[config.mk]
export PLATFORM = sky130hd
export DESIGN_NAME = hci_sel_ctrl
export DESIGN_NICKNAME = d
export VERILOG_FILES = /design/src/logic/hci_pkg.sv /design/src/logic/hci_sel_ctrl.sv
export SDC_FILE = /design/constraint.sdc
export NUM_CORES = 1
export LEC_CHECK = 0
export ABC_AREA = 1
export ABC_CLOCK_PERIOD_IN_PS = 2000
export BUFFER_PORTS_ARGS = -buffer_cell sky130_fd_sc_hd__buf_2
export CAP_MARGIN = 10
export CORE_AREA = 3 3 40 42
export CTS_BUF_LIST = sky130_fd_sc_hd__clkbuf_4
export DETAILED_ROUTE_END_ITERATION = 7
export DIE_AREA = 0 0 43 45
export GPL_TIMING_DRIVEN = 0
export HOLD_SLACK_MARGIN = 0.06
export MAX_ROUTING_LAYER = met4
export PLACE_DENSITY = 0.36
export REMOVE_ABC_BUFFERS = 1
export SYNTH_ARGS = -nofsm -noshare
export SYNTH_HDL_FRONTEND = slang
export SYNTH_SLANG_ARGS = --single-unit
[constraint.sdc]
create_clock -name clk_i -period 2 [get_ports clk_i]
set_input_delay 0.1 -clock clk_i [delete_from_list [all_inputs] [get_ports clk_i]]
set_output_delay 0.1 -clock clk_i [all_outputs]
set_load 0.05 [all_outputs]
[src/logic/hci_pkg.sv]
// Shared widths, plain vector typedefs and the selection FSM states.

package hci_pkg;

  // ==========================================================================
  // Widths
  // ==========================================================================

  localparam int unsigned NB_CHAN   = 2;    // Initiator channels.
  localparam int unsigned SEL_W     = 1;    // Channel select width.
  localparam int unsigned DATA_W    = 32;   // Data word width.
  localparam int unsigned BE_W      = 4;    // One enable per byte.
  localparam int unsigned ADDR_W    = 10;   // Byte address width.
  localparam int unsigned MEM_WORDS = 256;  // Bank depth in words.
  localparam int unsigned ID_W      = 2;    // Transaction id width.
  localparam int unsigned OUTST_W   = 2;    // Outstanding counter width.

  // ==========================================================================
  // Vector types
  // ==========================================================================

  typedef logic [DATA_W-1:0] data_t;  // One data word.
  typedef logic [BE_W-1:0]   be_t;    // Byte enables of one word.
  typedef logic [ADDR_W-1:0] addr_t;  // Byte address.
  typedef logic [ID_W-1:0]   id_t;    // Transaction id.
  typedef logic [SEL_W-1:0]  sel_t;   // Channel select.

  // Selection controller states.
  typedef enum logic {
    SEL_ACTIVE,  // Requests of the selected channel pass.
    SEL_DRAIN    // Switch pending, waiting for an empty port.
  } sel_state_e;

endpackage : hci_pkg

[src/logic/hci_sel_ctrl.sv]
// Selection controller that counts outstanding transactions and switches when drained.

`timescale 1ns/100ps

module hci_sel_ctrl
  import hci_pkg::*;
(
  input  logic  clk_i,
  input  logic  arst_n_i,
  input  logic  clear_i,          // Synchronous return to the reset state.

  input  sel_t  sel_req_i,        // Requested channel.

  input  logic  bank_gnt_i,       // Bank-side request transfer.
  input  logic  bank_r_valid_i,   // Bank-side response valid.
  input  logic  bank_r_ready_i,   // Bank-side response ready.

  output sel_t  sel_o,            // Channel in force.
  output logic  mask_gnt_o        // Blocks new requests while draining.
);

  sel_state_e          state_q;   // Controller state.
  sel_state_e          state_d;
  logic [OUTST_W-1:0]  outst_q;   // Granted but not yet answered.
  logic                rsp_done;  // Response transfer this cycle.
  logic                switch_en; // Selection loads on this edge.

  assign rsp_done  = bank_r_valid_i & bank_r_ready_i;
  assign switch_en = (state_q == SEL_DRAIN) && (outst_q == '0);

  // ==========================================================================
  // Next state
  // ==========================================================================

  always_comb begin
    state_d = state_q;
    case (state_q)
      SEL_ACTIVE: if (sel_req_i != sel_o) state_d = SEL_DRAIN;  // Switch asked.
      SEL_DRAIN:  if (outst_q == '0)      state_d = SEL_ACTIVE; // Port empty.
      default:                            state_d = SEL_ACTIVE;
    endcase
  end

  // ==========================================================================
  // Registers
  // ==========================================================================

  always_ff @(posedge clk_i or negedge arst_n_i) begin
    if (!arst_n_i) begin
      state_q <= SEL_ACTIVE;
      outst_q <= '0;
      sel_o   <= '0;
    end else if (clear_i) begin
      state_q <= SEL_ACTIVE;
      outst_q <= '0;
      sel_o   <= '0;
    end else begin
      state_q <= state_d;
      if (bank_gnt_i && !rsp_done)      outst_q <= outst_q + 1'b1;  // New one in flight.
      else if (!bank_gnt_i && rsp_done) outst_q <= outst_q - 1'b1;  // One retired.
      if (switch_en) sel_o <= sel_req_i;  // Nothing outstanding.
    end
  end

  assign mask_gnt_o = (state_q == SEL_DRAIN);  // No grants during a switch.

endmodule : hci_sel_ctrl

Yosys cells after proc, flatten, opt, wreduce, memory -nomap -nowiden
Index checks and enable logic that the tools add are counted.

Bitwise logic cells: 2. Eq/ne operators: 1. Reductions and logical operators: 8. Add/sub/neg operators: 2. Multiplexer cells: 9.

Operators with widths (count): 2-bit 2-to-1 mux (3); 1-bit 2-to-1 mux (5); 1-bit logical AND (3); 3-bit nonzero test (1); 2-bit by 1-bit adder with 2-bit output (second input constant) (1); 1-bit logical NOT (2); 2-bit logical NOT (1); 1-bit case mux with 2 select lines (1); 2-bit nonzero test (1); 2-bit by 1-bit subtractor with 2-bit output (second input constant) (1); 1-bit bitwise AND (1); 1-bit inequality test (1); 1-bit NOT (1).

Input bits: 7. Logic and storage cells: 25. Bits in registers: 4. Output and inout port bits: 2.

Logic depth before layout (Yosys ltp)
Depth after elaboration: 5. Mapped depth: 7. Mapped depth without buffers: 7.

Least setup slack after synthesis
Ideal clock, no wire load.

Kind: flip-flop to flip-flop. Start point: register state_q, in the netlist mask_gnt_o. End point: register sel_o. Library setup time: 0.124 ns. Data required time: 1.876 ns. Path buffers: 0. Setup slack: 0.927 ns. Cell stages (with the launch flop): 4. Arrival time: 0.949 ns. Clock period less this slack: 1.073 ns. Path through: dfrtp_1 inv_1 o21ai_1 o21ai_1.

Cells in the longest elaborated chain, start to end: 2.

RTL lines: from (decl) (RTL line hci_sel_ctrl.sv:22) `sel_state_e state_q;`; from (signal assigned) (RTL line hci_sel_ctrl.sv:58) `state_q <= state_d;`; 1-bit logical AND (RTL line hci_sel_ctrl.sv:29) `assign switch_en = (state_q == SEL_DRAIN) && (outst_q == '0);`; 2-bit nonzero test (no line); to (signal assigned) (RTL line hci_sel_ctrl.sv:61) `if (switch_en) sel_o <= sel_req_i;`; to (decl) (RTL line hci_sel_ctrl.sv:18) `output sel_t sel_o,`.

No other way between the ends. A chain may end at the register's enable or synchronous reset.

Worst setup path after layout
Start point: register state_q, in the netlist mask_gnt_o. End point: output port mask_gnt_o.

RTL lines: to (decl) (RTL line hci_sel_ctrl.sv:19) `output logic mask_gnt_o`.

No word-level cell between the ends.

==> impl_metrics.tcl <==
set metrics [dict create \
    clock.fmax_mhz 1052 \
    net-switching-power_w 0.00008082 \
    hpwl_um 435.2 \
    drtAntennaViolNets 0 \
    htreeDepth 1 \
    synthArstFlopShare 1.000 \
    clock-skew-final_ns 0.003327 \
    insertion_delay_ns 0.23 \
    wire_per_inst_um 8.047 \
    status "finished, final reports clean" \
    drive_gt1_frac 0.3061 \
    netlist.area_leader.share 0.4082 \
    hp-start "sel_req_i" \
    grt_pass1_vias 230 \
    cts_root_buffer "clkbuf_4" \
    ir_drop_mv 0.2710 \
    slew_viol_final 0 \
    worstPathRequired_ns 1.90 \
    hold-path-endpoint "mask_gnt_o" \
    ys_top_cells_by_area "dfrtp_1 (41%), nand2_1 (14%), inv_1 (9.2%), nand4_1 (7.7%), nand3_1 (6.1%)" \
    min_path_cells 3 \
    viasPerCell 3.906 \
    antenna_found_initial 0 \
    die_y_um 45 \
    hold-worst-slack_ns 0.1589 \
    p_int_w 0.0001795 \
    reg2reg_slack_ns 1.06 \
    finalSetupViolations 0 \
    dr_total_vias 250 \
    slew_headroom 0.8360 \
    drt_wl_total_um 515 \
    ctsResizeCount 0 \
    rr_endpoint "outst_q[1]" \
    clock-sinks 4 \
    synth_edf_count 0 \
    hold_violations 0 \
    critPathBufInv 1 \
    gp_congestion 0.6828 \
    synthCells 37 \
    syn_to_final_growth_pct 37.25 \
    path_delay_family "flip-flops" \
    dieArea_um2 1935 \
    power_density_nw_per_um2 773.3 \
    post-synth-top-count-cell "nand2_1" \
    synth_top_area_cell "dfrtp_1" \
    tightest_slew_ns 0.2477 \
    pwr-share-comb 0.256 \
    end_kind "primary output" \
    p_leak_nw 0.1932 \
    initialDrtViolationCount 6 \
    crit_chain "buf_2" \
    drcViolationCount 0 \
    swShare 0.3105 \
    grt_max_degree 8 \
    final.min_clock_period_ns 0.9503 \
    r2r_cells 6 \
    worstPathArrival_ns 0.85 \
    clockBufferDepth 2 \
    cp_slowest_cell "dfrtp_1" \
    finalCritPeriodShare 0.4752 \
    startpoint_type "flip-flop" \
    grt_overflow 0 \
    drv_cap 0 \
    syn-cell-area_um2 245.2 \
    ios 9 \
    n_antenna_cell 0 \
    ys.flop_type "dfrtp_1" \
    cts_tree "yes" \
    initial_utilization 0.1908 \
    cts_buffers 3 \
    synth_seq_cells 4 \
    fin_tns_setup_ns 0 \
    pwr-share-seq 0.373 \
    rows 13 \
    clkPwrFrac 0.371 \
    clk_pin_slew_worst_paths_ns 0.03 \
    synth_cell_types 11 \
    cp_max_fo 3 \
    postSynthAreaPerCell_um2 6.628 \
    crit_type "flip-flop to primary output" \
    grt.total_usage 0.07321 \
    rsz0062_at_grt "no" \
    final_nets 58 \
    grt_pass1_wl_um 959 \
    slowest_delay_ns 0.35 \
    coreArea_um2 1285 \
    reg2reg_from "outst_q[0]" \
    ys.warnings.count 0 \
    io_buffers 8 \
    fp.dieW_um 43 \
    yosys-top-cells-count "nand2_1 (9), inv_1 (6), dfrtp_1 (4), nor2_1 (4)" \
    seq_area_frac_synth 0.4082 \
    hp-class "input pin to flip-flop" \
    drt_first_pass_iters 4 \
]
==> stage by stage <==
step	instances	power [W]	area, um2	setup WS (ns)	utilization
2_1_floorplan	37	0.0001439	245.2	0.9271	-
3_5_place_dp	60	0.0001649	304.0	1.053	0.2366
3_3_place_gp	60	0.0001656	304.0	1.040	0.2366
4_1_cts	64	0.0002687	336.6	1.035	0.2619
5_1_grt	64	0.0002857	336.6	0.9697	0.2619
6_report	64	0.0002603	336.6	1.050	0.2619
==> worst max path at each step <==
stage	start	end	depth (start not counted)
after global routing	outst_q[0]	outst_q[1]	6
after detailed placement	outst_q[0]	outst_q[1]	6
after floorplan	mask_gnt_o	sel_o	3
final	mask_gnt_o	mask_gnt_o	1
after global placement	outst_q[0]	outst_q[1]	6
after CTS	mask_gnt_o	mask_gnt_o	1
==> flip-flops by register name, summed over array words and instances (netlist names) <==
name,flops
sel_o,1
mask_gnt_o,1
outst_q,2
==> cells in the final DEF, fill, tap and decap left out, drive strengths merged <==
master       instances
a21oi                1
buf                  8
clkbuf               3
dfrtp                4
dlygate4sd3          1
inv                  8
nand2               11
nand3                3
nand4                3
nor2                 4
o21ai                3
==> layout make-up <==
cell class | instances | area, um2
well taps | 15 | 18.77
fillers | 147 | 948.4
inverters | 8 | 30.03
repair buffers | 9 | 50.05
multi-input cells | 25 | 115.1
flip-flops and latches | 4 | 100.1
clock buffers | 3 | 22.52
==> logic make-up (layout without fill, tap and decap cells) <==
group,count (synthesis),in the layout,synth area share
compound gates,4,4,0.08160
flops,4,4,0.4082
buf+inv,8,20,0.1225
simple gates,21,21,0.3877
==> power groups by stage <==
stage	logic (W)	clock network, W	registers [W]
6_report	0.0000666	0.0000965	0.0000972
2_1_floorplan	0.0000331	0	0.000111
3_5_place_dp	0.0000665	0	0.0000984
5_1_grt	0.0000770	0.000110	0.0000985
3_3_place_gp	0.0000669	0	0.0000987
4_1_cts	0.0000682	0.000103	0.0000974
==> layer usage <==
metal / track usage / wire [um] / up-vias
met3: 0.02390 / 30 / 0
met5: - / 0 / -
met2: 0.09581 / 225 / 5
met1: 0.08537 / 259 / 104
met4: 0.07229 / 0 / 0
li1: - / - / 141
==> repair_timing <==
| action | 4_1_cts | 5_1_grt |
|---|---|---|
| buffers inserted | 0 | 0 |
| hold buffers | 1 | 0 |
| endpoints found under the hold margin | 4 | 0 |
No activity file was read; power rests on OpenSTA's default activity.
