===== config.mk =====
export PLATFORM = sky130hd
export DESIGN_NAME = hci_core_mux_static
export DESIGN_NICKNAME = d
export VERILOG_FILES = /design/src/logic/hci_pkg.sv /design/src/logic/hci_core_mux_static.sv
export SDC_FILE = /design/constraint.sdc
export NUM_CORES = 1
export LEC_CHECK = 0
export BUFFER_PORTS_ARGS = -buffer_cell sky130_fd_sc_hd__clkbuf_2
export CORE_AREA = 2 2 90 92
export DETAILED_ROUTE_END_ITERATION = 10
export DIE_AREA = 0 0 92 94
export PLACE_DENSITY = 0.53
export SLEW_MARGIN = 20
export SYNTH_ARGS = -nofsm -noshare
export SYNTH_HDL_FRONTEND = slang
export SYNTH_SLANG_ARGS = --single-unit

===== constraint.sdc =====
create_clock -name vclk -period 0.8
set_input_delay 0.12 -clock vclk [all_inputs]
set_output_delay 0.12 -clock vclk [all_outputs]
set_load 0.005 [all_outputs]

===== src/logic/hci_pkg.sv =====
// Shared widths, plain vector typedefs and the selection FSM states.

package hci_pkg;

  // ==========================================================================
  // Widths
  // ==========================================================================

  localparam int unsigned NB_CHAN   = 2;    // Initiator channels.
  localparam int unsigned SEL_W     = 1;    // Channel select width.
  localparam int unsigned DATA_W    = 32;   // Data word width.
  localparam int unsigned BE_W      = 4;    // One enable per byte.
  localparam int unsigned ADDR_W    = 10;   // Byte address width.
  localparam int unsigned MEM_WORDS = 256;  // Bank depth in words.
  localparam int unsigned ID_W      = 2;    // Transaction id width.
  localparam int unsigned OUTST_W   = 2;    // Outstanding counter width.

  // ==========================================================================
  // Vector types
  // ==========================================================================

  typedef logic [DATA_W-1:0] data_t;  // One data word.
  typedef logic [BE_W-1:0]   be_t;    // Byte enables of one word.
  typedef logic [ADDR_W-1:0] addr_t;  // Byte address.
  typedef logic [ID_W-1:0]   id_t;    // Transaction id.
  typedef logic [SEL_W-1:0]  sel_t;   // Channel select.

  // Selection controller states.
  typedef enum logic {
    SEL_ACTIVE,  // Requests of the selected channel pass.
    SEL_DRAIN    // Switch pending, waiting for an empty port.
  } sel_state_e;

endpackage : hci_pkg


===== src/logic/hci_core_mux_static.sv =====
// Static multiplexer from NB_CHAN initiator ports to one TCDM target port.

`timescale 1ns/100ps

module hci_core_mux_static
  import hci_pkg::*;
#(
  parameter int unsigned NB_CHAN = 2  // Number of initiator channels.
) (
  input  sel_t                 sel_i,         // Channel in force.
  input  logic                 mask_gnt_i,    // Hold off new requests.

  // Initiator side.
  input  logic [NB_CHAN-1:0]   in_req_i,
  input  logic [NB_CHAN-1:0]   in_wen_i,      // High for a read.
  input  addr_t [NB_CHAN-1:0]  in_add_i,
  input  data_t [NB_CHAN-1:0]  in_data_i,
  input  be_t [NB_CHAN-1:0]    in_be_i,
  input  id_t [NB_CHAN-1:0]    in_id_i,
  input  logic [NB_CHAN-1:0]   in_r_ready_i,
  output logic [NB_CHAN-1:0]   in_gnt_o,
  output logic [NB_CHAN-1:0]   in_r_valid_o,
  output data_t                in_r_data_o,   // Shared by all channels.
  output id_t                  in_r_id_o,     // Shared by all channels.

  // Target side.
  output logic                 out_req_o,
  output logic                 out_wen_o,
  output addr_t                out_add_o,
  output data_t                out_data_o,
  output be_t                  out_be_o,
  output id_t                  out_id_o,
  output logic                 out_r_ready_o,
  input  logic                 out_gnt_i,
  input  logic                 out_r_valid_i,
  input  data_t                out_r_data_i,
  input  id_t                  out_r_id_i
);

  // ==========================================================================
  // Request path
  // ==========================================================================

  // A masked request never reaches the bank, so its gnt stays low as well.
  assign out_req_o     = in_req_i[sel_i] & ~mask_gnt_i;
  assign out_wen_o     = in_wen_i[sel_i];
  assign out_add_o     = in_add_i[sel_i];
  assign out_data_o    = in_data_i[sel_i];
  assign out_be_o      = in_be_i[sel_i];
  assign out_id_o      = in_id_i[sel_i];
  assign out_r_ready_o = in_r_ready_i[sel_i];  // Only the owner back-pressures.

  // ==========================================================================
  // Response path
  // ==========================================================================

  for (genvar ii = 0; ii < NB_CHAN; ii++) begin : gen_chan
    assign in_gnt_o[ii]     = (sel_i == ii) ? out_gnt_i     : 1'b0;  // Owner only.
    assign in_r_valid_o[ii] = (sel_i == ii) ? out_r_valid_i : 1'b0;  // Owner only.
  end

  assign in_r_data_o = out_r_data_i;  // Broadcast, qualified by r_valid.
  assign in_r_id_o   = out_r_id_i;    // Broadcast, qualified by r_valid.

endmodule : hci_core_mux_static


# [Word level (Yosys, flattened, before mapping)]
# Cells that the tools add are included.
[word_totals] reg_bits=0 output_inout_bits=89
[op_classes] bitwise_logic=2 n_lt_le_gt_ge=1 mux=18
[ops] cell="32-bit two-way mux" count=2
[ops] cell="10-bit two-way mux" count=2
[ops] cell="1-bit two-way mux" count=10
[ops] cell="4-bit two-way mux" count=2
[ops] cell="2-bit two-way mux" count=2
[ops] cell="1-bit by 2-bit less-than comparator with 1-bit output (second input constant)" count=1
[ops] cell="1-bit bitwise AND" count=1
[ops] cell="1-bit inverter" count=1

# [Depth between registers and ports, before layout]
# Gate-level depths: netlist of the first run.
[logic_depth] depth_word=3 depth_mapped=4 mapped_depth_nobuf=2

# [Worst setup path after synthesis of the first run]
# No wires, ideal clock.
[synth_path] path_type="in2out" start="input sel_i" end="output out_add_o[0]" path_slack_ps=-42 cell_stages=3 required_time_ps=680 t_arrival_ps=722 cell_sequence="buf_6 buf_12 mux2_4"
[synth_between] elab_chain_cells=2
[synth_rtl] element="start: declaration" line_no="hci_core_mux_static.sv:10" source="input sel_t sel_i,"
[synth_rtl] element="10-bit two-way mux (implied by the code) (2 in series)" line_no="hci_core_mux_static.sv:47" source="assign out_add_o = in_add_i[sel_i];"
[synth_rtl] element="end: declaration" line_no="hci_core_mux_static.sv:29" source="output addr_t out_add_o,"
# Every way passes these cells. The select of a mux whose other input is x is not followed.

# [Worst setup path after layout of the first run]
[layout_path] start="input sel_i" end="output out_data_o[17]"
[layout_between] elab_chain_cells=2
[layout_rtl] element="32-bit two-way mux (implied by the code) (2 in series)" line_no="hci_core_mux_static.sv:48" source="assign out_data_o = in_data_i[sel_i];"
[layout_rtl] element="end: declaration" line_no="hci_core_mux_static.sv:30" source="output data_t out_data_o,"
# Every way passes these cells. The select of a mux whose other input is x is not followed.

==> metrics list, run 1 <==
- The run finished, with violations left.
* Failing checks: setup timing
- The die covers approximately 8600 um^2.
* Final critical-path share of the clock period: 117%
* Placed wire-length estimate after detailed placement: 3.21 mm
- The initial antenna violation count was 0.
* Number of instances in the synthesized netlist: 96
- Endpoint kind of the worst setup timing path: output pin
- Die boundary width: 92 um
* Switching part of the total power: between 30% and 40%
- Along the worst path, the maximum fanout reaches 5.
* P_sw: 0.000340 W
* Share of total power in combinational logic: 100.0%
* Total of warnings raised by yosys: 0
* First-pass GRT wire length: between 5 and 6 mm
- Finish-stage setup viols: 51
- Count leader, synth: mux2_4
* Seq. cell area: 0 um^2
- With fillers left out, the area of the finished cells amounts to just over 2000 um^2.
- Share of synthesized area occupied by flip-flops and latches: 0%
* Number of clock buffers in the layout: 0
* Worst path slowest cell: mux2_4
- The count of final hold-check violations is 0.
- The detail route stage leaves a number of antenna-violating nets equal to 0.
* Pin count of the biggest net entering global routing: 11
* Sequential group share of total power: 0%
- Detailed Route Iter0 Violations: 14
* Number of search-and-repair iterations in the first detailed-routing pass: 4
- Setup repair after global routing could not meet its margin everywhere.
- Subtracting the final worst setup slack from the clock period gives between 900 and 1000 ps.
- Dividing total power by cell area gives a power density of 540 nW/um^2.
* Core box area: 7610 um^2
- Average wire length per cell after detail routing: ~12 um
- Routability-driven placement finished with a final weighted congestion of roughly 0.70.
- Traced cell by cell, the critical path runs through clkbuf_16, buf_12, mux2_4, clkbuf_2.
- In the post-route analysis, the smallest setup slack over all paths is -133 ps.
- The largest total area in the synthesized netlist belongs to mux2_4.
- STA puts the critical path data required time at ~680 ps.
* Count of unique library cells instantiated by Yosys: 10
- Count of buffers from port buffering: around 160
- The worst setup path is launched from a primary input.
- The cell area that synthesis handed to floorplanning was approximately 1100 um^2.
* Portion of total power attributed to the clock network: 0%
- Number of inserted diodes: 0
- The worst hold path was traced through 0 stages.
* Boundary pin count: approximately 230
- Mean post-synth cell area: about 12 um^2
* Post-synth net total: 236
* Maximum clock frequency: around 1100 MHz
- Data arrives at the worst endpoint at a little over 800 ps.
- Global routing used between 7 and 8% of the available tracks.
* Pin slew with the least headroom to its limit: roughly 120 ps
* Total negative slack for setup checks: -5520 ps
- FP Rows: 32
- Placement-stage cell area: 1770 um^2
* Vias/cell: approximately 3.6
- The die is approximately 94 um tall.
- Compared with the post-synthesis result, the final layout area differs by 81.9%.
- Number of vias after detailed routing: ~1.2k
- Post-layout util: 27.1%
- The count of pins over their slew limit was 0.
- The top cell type by area accounts for between 50% and 60% of the synthesized area.
- By startpoint and endpoint, the worst setup path is classified as primary input to output pin.
* Internal power of the cells: a little under 0.0008 W
* Filler cell count: 839
- In this design, the stage delay of the slowest critical-path cell is 300 ps.
* Post-synth top cells: mux2_4, buf_4, mux2_2
- Congestion Overflow GR: 0
- Fin nets: about 370
- The final layout contains a sequential cell count of 0.
- In the routed design, unresolved DRC markers number 0.
* Share of post-route cells with drive strength above 1: 97.4%
* Worst slew margin relative to its limit: about 90%
- For this design the static power due to leakage is roughly 1.3 nW.
* Hold/Removal Path Class: primary input to output pin
- Number of global-route vias before repair: about 1.1k
* Starting density of the core: between 10% and 20%
* Routed Wire Length: between 3 and 4 mm
* Largest cells by area after synthesis: mux2_4, buf_4, buf_12
* Peak ir drop on the vdd network: around 0.14 mV
- MaxCap Viol Count: 0
## worst paths after layout
kind	start	to	slack [ps]
worst max-delay path	sel_i	out_data_o[17]	-130
worst min-delay path	out_r_data_i[16]	in_r_data_o[16]	240
## metrics by stage
step | setup WS (ps) | hold WS, ps | cells | total power (W)
after floorplan | -4.88 | 271 | 96 | 0.000633
after global placement | -260 | 240 | 324 | 0.000937
after detailed placement | -276 | 240 | 324 | 0.000950
after CTS | -147 | 240 | 329 | 0.00105
after global routing | -157 | 240 | 334 | 0.00120
final | -133 | 240 | 334 | 0.00111
## final cells by class
cell class	count	area (um^2)	area share [%]
Timing Repair Buffer	176	1150	55.6
Tap cell	102	128	6.20
Multi-Input combinational cell	56	786	38.2
## metal layers
layer  GRT usage, %  wire length (um)
met1           8.38              1440
met5              0                 0
met3          0.883               353
met2           14.6              2170
met4           1.12                27
## power groups by stage
stage	clock, W	sequential, W	combinational [W]
after CTS	0	0	0.00105
after detailed placement	0	0	0.000950
final	0	0	0.00111
after global placement	0	0	0.000937
after global routing	0	0	0.00120
after floorplan	0	0	0.000633
## layout by cell type, fill, tap and decap left out, drive strengths merged
cell type / netlist / routed
nor2b: 2 / 2
mux2i: 1 / 1
and2: 2 / 2
buf: 40 / 13
clkbuf: 0 / 163
mux2: 50 / 50
nor2: 1 / 1
## cell families after synthesis
| group | after synthesis | share of synthesized area (%) |
|---|---|---|
| and+or+nand+nor | 5 | 2.54 |
| muxes | 51 | 65.5 |
| buffers and inverters | 40 | 31.9 |
## worst max-delay path, delay by kind of cell
kind,cells,cell delay [ps]
buffers and inverters,3,400
muxes,1,300
## timing repair
action / in CTS / in global routing
gates cloned: 4 / 4
buffers inserted: 1 / 1
pin swaps: 0 / 0
hold endpoints to repair: 0 / 0
setup endpoints to repair: 55 / 50
hold buffers: 0 / 0
resized for setup: 12 / 9
Power figures use the tool's default switching activity.
==> run 2: changes to the inputs <==
--- a/config.mk
+++ b/config.mk
@@ -5,11 +5,12 @@
 export SDC_FILE = /design/constraint.sdc
 export NUM_CORES = 1
 export LEC_CHECK = 0
+export ABC_AREA = 1
 export BUFFER_PORTS_ARGS = -buffer_cell sky130_fd_sc_hd__clkbuf_2
-export CORE_AREA = 2 2 90 92
+export CORE_AREA = 4 4 86 88
 export DETAILED_ROUTE_END_ITERATION = 10
-export DIE_AREA = 0 0 92 94
-export PLACE_DENSITY = 0.53
+export DIE_AREA = 0 0 90 92
+export PLACE_DENSITY = 0.58
 export SLEW_MARGIN = 20
 export SYNTH_ARGS = -nofsm -noshare
 export SYNTH_HDL_FRONTEND = slang
==> metrics list, run 2 <==
- Largest cells by area after synthesis: buf_4, inv_1, nand2_1
- Number of inserted diodes: 0
* Congestion Overflow GR: 0
- The floorplan has 30 rows.
- Counting instances in the post-synthesis netlist gives the leading cell types as inv_1, nand2_1, o21ai_1.
- Summed over its instances, the top area cell type makes up about 24% of the synthesized netlist area.
* Category of the worst setup path launch point: primary input
- roughly 230 I/O pins were placed.
- Once routing completed, OpenROAD measured the worst setup slack at -8.89 ps.
- Worst setup path category: primary input to output pin
- Met3 Wirelength: 575 um
- Status: complete, but fails checks
* Count leader, synth: inv_1
- Number of antenna violations at the first check in global routing: 0
- Count of unique library cells instantiated by Yosys: 11
* Lkg Pwr: 1.38 nW
* M1 WL: around 1.7 mm
- Fin nets: 481
* Cell accounting for the most synthesized area: buf_4
* DR DRC count: 0
* Worst slew margin relative to its limit: between 90 and 100%
- First-pass GRT wire length: roughly 6.6 mm
- Core box area: 6640 um^2
- Dividing the detail-routed via count by the number of cells gives approximately 4.0.
- Share of post-route cells with drive strength above 1: about two thirds
- OpenSTA, run right after detailed placement, puts the worst setup slack at -190 ps.
- The design has 0 sequential cells.
- During synthesis, Yosys emitted a total of 0 warnings.
- Failing checks: setup timing
- Setup repair after global routing could not meet its margin everywhere.
* Pin slew with the least headroom to its limit: roughly 130 ps
- The count of nets left with antenna violations once routing finished came out at 0.
- Share of synthesized area occupied by flip-flops and latches: 0%
* Total placed cells including tap cells: 409
- Average wire length per cell after detail routing: between 10 and 15 um
- The congestion estimate from routability-driven global placement came to 0.715.
- Routed Wire Length: 4.92 mm
* Die boundary width: 90 um
* Commonest non-fill, non-tap cells in the layout: clkbuf_2, inv_1, nand2_1, o21ai_2, buf_2
- Critical path data arrival time: approximately 690 ps
- Count of buffers from port buffering: between 150 and 200
- MaxCap Viol Count: 0
- Netlist area before placement: 1060 um^2
- Before antenna repair, the detailed router went through 4 iterations.
- Area of the die: ~8300 um^2
- When the netlist entered floorplanning its net count stood at 350.
- The via count of the first global-routing pass was about 1.5k.
* Endpoint kind of the worst setup timing path: output pin
- Setup bufs post-CTS: 0
- The worst path in the final design needs a cycle of around 800 ps, including I/O delays and setup.
- For this configuration, the core starts out at a cell density of between 10% and 20%.
* Met2 wirelength from detailed routing: around 2.5 mm
- Pin count of the biggest net entering global routing: 26
- Synthesis produced a netlist whose cell count is 210.
* Non-filler cells, final: around 420
- Across the whole layout, storage elements account for 0 um^2.
* Post-synthesis to final-layout area growth: 96.2%
* Number of vias after detailed routing: 1659
* Power consumption: ~0.0011 W
- Total negative slack for setup checks: -28.9 ps
* Pwr per Cell Area: 522 nW/um^2
- Mean post-synth cell area: roughly 5.0 um^2
* Top layer reached by signal wires: met4
* Maximum clock frequency: 1240 MHz
* Crit-path max FO: 25
- STA puts the critical path data required time at 680 ps.
* Placed wire-length estimate after detailed placement: 3.43 mm
* Global-route total usage across every layer: 9.15%
- Finish-stage setup viols: 8
- Detailed Route Iter0 Violations: 25
* Endpoints failing hold: 0
* Peak ir drop on the vdd network: 0.172 mV
- In this run the vertical extent of the chip is around 90 um.
* Hold/Removal Path Class: primary input to output pin
* Number of clock buffers in the layout: 0
* Most frequent standard cell in the layout excluding fill and tap cells: clkbuf_2
- Final critical-path share of the clock period: 101%
* Number of max-slew violations in the final report: 0
## run 2: timing repair
item | 4_1_cts | 5_1_grt
resized for setup | 31 | 60
pin swaps | 4 | 6
gates cloned | 3 | 7
hold endpoints to repair | 0 | 0
hold buffers | 0 | 0
endpoints found under the setup margin | 55 | 53
## run 2: per-layer routing
| metal | vias up | global-route usage, % |
|---|---|---|
| met1 | 690 | 9.46 |
| li1 | 846 | - |
| met4 | 0 | 2.55 |
| met2 | 103 | 17.5 |
| met5 | - | 0 |
| met3 | 20 | 2.95 |
## run 2: path summary, 6_finish.rpt
check        startpoint         endpoint  slack [ps]  depth (start not counted)
max               sel_i   out_data_o[11]          -9                          4
min    out_r_data_i[22]  in_r_data_o[22]         240                          0
## run 2: worst max-delay path, stage by stage
cell	delay, ps
buf_16	130
buf_16	170
o21ai_2	140
buf_2	130
## run 2: kinds of logic after synthesis
group | synth area share [%]
buf+inv | 55.4
simple gates | 20.6
compound gates | 24.0
## run 2: area by class of cell
class                           count  area [um^2]
Fill cell                         726         4570
Inverter                           56          210
Multi-Input combinational cell    108          638
Tap cell                           80          100
Timing Repair Buffer              175         1130
## run 2: through the flow
stage          util [%]  instance area (um^2)  hold WS [ps]
5_1_grt            31.3                  2080           240
4_1_cts            27.1                  1800           240
2_1_floorplan         -                  1060           307
6_report           31.3                  2080           240
3_3_place_gp       24.7                  1640           240
3_5_place_dp       24.7                  1640           240
## run 2: report_power, final
part	total (W)	internal, W	leakage, nW	switching (W)
combinational	0.00108	0.000612	1.38	0.000471
clock	0	0	0	0
sequential	0	0	0	0
total	0.00108	0.000612	1.38	0.000471
==> run 3: changes to the inputs <==
--- a/config.mk
+++ b/config.mk
@@ -5,11 +5,10 @@
 export SDC_FILE = /design/constraint.sdc
 export NUM_CORES = 1
 export LEC_CHECK = 0
-export ABC_AREA = 1
 export BUFFER_PORTS_ARGS = -buffer_cell sky130_fd_sc_hd__clkbuf_2
-export CORE_AREA = 4 4 86 88
+export CORE_AREA = 4 4 87 89
 export DETAILED_ROUTE_END_ITERATION = 10
-export DIE_AREA = 0 0 90 92
+export DIE_AREA = 0 0 91 93
 export PLACE_DENSITY = 0.58
 export SLEW_MARGIN = 20
 export SYNTH_ARGS = -nofsm -noshare
==> metrics list, run 3 (synthesis results as in run 1) <==
- Setup repair after global routing could not meet its margin everywhere.
- For this design the ratio of total power to cell area is around 550 nW/um^2.
- Once the floorplan was initialized, standard cells occupied approximately 17% of the core.
* Area of the die: 8460 um^2
- The clock network accounts for 0% of the total power.
- Seq. cell area: 0 um^2
* CP Depth: 4
- Most frequent standard cell in the layout excluding fill and tap cells: clkbuf_2
- For this run, the total global-route usage over all layers was measured as between 7 and 8%.
- The worst-case IR drop observed on VDD is roughly 0.11 mV.
- Switching part of the total power: a little under a third
- Post-synthesis to final-layout area growth: 75.5%
- Total placed cells including tap cells: approximately 300
* Congestion Overflow GR: 0
- By startpoint and endpoint, the worst setup path is classified as primary input to output pin.
- Number of buffer and inverter instances along the worst setup path: 3
* Number of search-and-repair iterations in the first detailed-routing pass: 2
- Among cell families on the critical path, the largest total delay comes from buffers and inverters.
- There are 0 flip-flops and latches.
* Finish-stage setup viols: 55
- Post-layout minimum cycle time: between 900 and 1000 ps
* Average wire length per cell after detail routing: between 10 and 15 um
- Lkg Pwr: approximately 1.2 nW
- Crit path required time: approximately 680 ps
- Wires add up to around 3.9 mm.
- The run finished, with violations left.
- Entering global routing, the biggest net connects 10 pins.
- The worst setup path is captured at an output pin.
* FP Rows: 30
- Vias/cell: 3.81
- OpenSTA, run right after detailed placement, puts the worst setup slack at -239 ps.
- In this run the tightest slew margin relative to its limit is approximately 92%.
- 0 antenna diodes ended up in the layout.
- Share of post-route cells with drive strength above 1: 98.7%
- Number of global-route vias before repair: 1243
- The count of pins over their slew limit is 0.
* Routed Antenna Nets: 0
- The routed layout has between 1k and 1.5k vias.
- The library cells used most frequently in the layout, excluding fill and tap cells, are clkbuf_2, mux2_4, buf_16.
* Sequential group share of total power: 0%
- Max-cap violations in this run came to 0.
* Critical path data arrival time: 820 ps
* Internal power of the cells: 0.000755 W
* Hold buffer count at cts: 0
- Filler cell count: 725
* Pin slew with the least headroom to its limit: between 100 and 150 ps
- Timing would allow up to between 1000 and 1500 MHz.
- DR DRC count: 0
* Sequence of cells on the critical path: clkbuf_16, buf_16, mux2_4, clkbuf_2
* Fin nets: between 300 and 400
* P_sw: roughly 0.00033 W
* Boundary pin count: 229
* Detailed Route Iter0 Violations: 8
- The count of final hold-check violations came to 0.
* Placed wire-length estimate after detailed placement: around 3.3 mm
* Failing checks: setup timing
- Combinational logic burns between 90% and 100% of the power.
- The initial antenna violation count is 0.
- The floorplan step defined a core boundary enclosing 6760 um^2.
* Category of the worst setup path launch point: primary input
- The slowest stage of the critical path belongs to the cell mux2_4.
- The path class of the tightest hold or removal check is primary input to output pin.
- Of all nets on the critical path, the largest fanout is 7.
- In this run the horizontal extent of the chip is ~91 um.
- For this run, the number of standard cells in the final layout without fillers is between 300 and 400.
* Power consumption: roughly 0.0011 W
* Crit path setup slack, layout: -136 ps
* Count of buffers from port buffering: approximately 160
- Vert. Die Dim: around 93 um
- The first global-routing pass estimated approximately 5.7 mm of wire.
- Stage delay of the slowest cell on the critical path: a little under 300 ps
- Cell depth of the worst min-delay path: 0
* RD Place Congestion: about 0.68
* Final critical-path share of the clock period: 117%
- Number of clock buffers in the layout: 0
[run 3: layer usage]
layer,global-route usage [%],wire length [um],vias to the layer above
met2,15.6,2110,90
met5,0,0,-
met1,7.85,1290,504
met3,2.17,504,12
met4,1.63,34,0
li1,-,-,568
[run 3: layout make-up]
type | instances | area, um^2 | share of cell area [%]
Multi-Input combinational cell | 56 | 802 | 40.4
Tap cell | 80 | 100 | 5.04
Timing Repair Buffer | 172 | 1080 | 54.6
[run 3: final timing paths]
| check | start | endpoint | slack, ps |
|---|---|---|---|
| worst min-delay path | out_r_data_i[19] | in_r_data_o[19] | 240 |
| worst max-delay path | sel_i | out_data_o[12] | -140 |
[run 3: per-stage QoR]
stage               setup TNS (ps)  area [um^2]  util [%]  hold WS (ps)
floorplan                     -195         1140         -           271
global placement             -9910         1740      25.8           240
detailed placement          -10450         1740      25.8           240
CTS                          -7450         1860      27.6           240
global route                 -7400         1990      29.4           240
finish                       -6310         1990      29.4           240
[run 3: power groups by stage]
stage	registers, W	clock network [W]	logic (W)
after floorplan	0	0	0.000633
after global placement	0	0	0.000936
after detailed placement	0	0	0.000952
after CTS	0	0	0.00103
after global routing	0	0	0.00117
final	0	0	0.00109
[run 3: what timing repair did]
item / 4_1_cts / 5_1_grt
buffers inserted: 1 / 0
endpoints found under the setup margin: 53 / 55
gates cloned: 2 / 3
resized for setup: 16 / 13
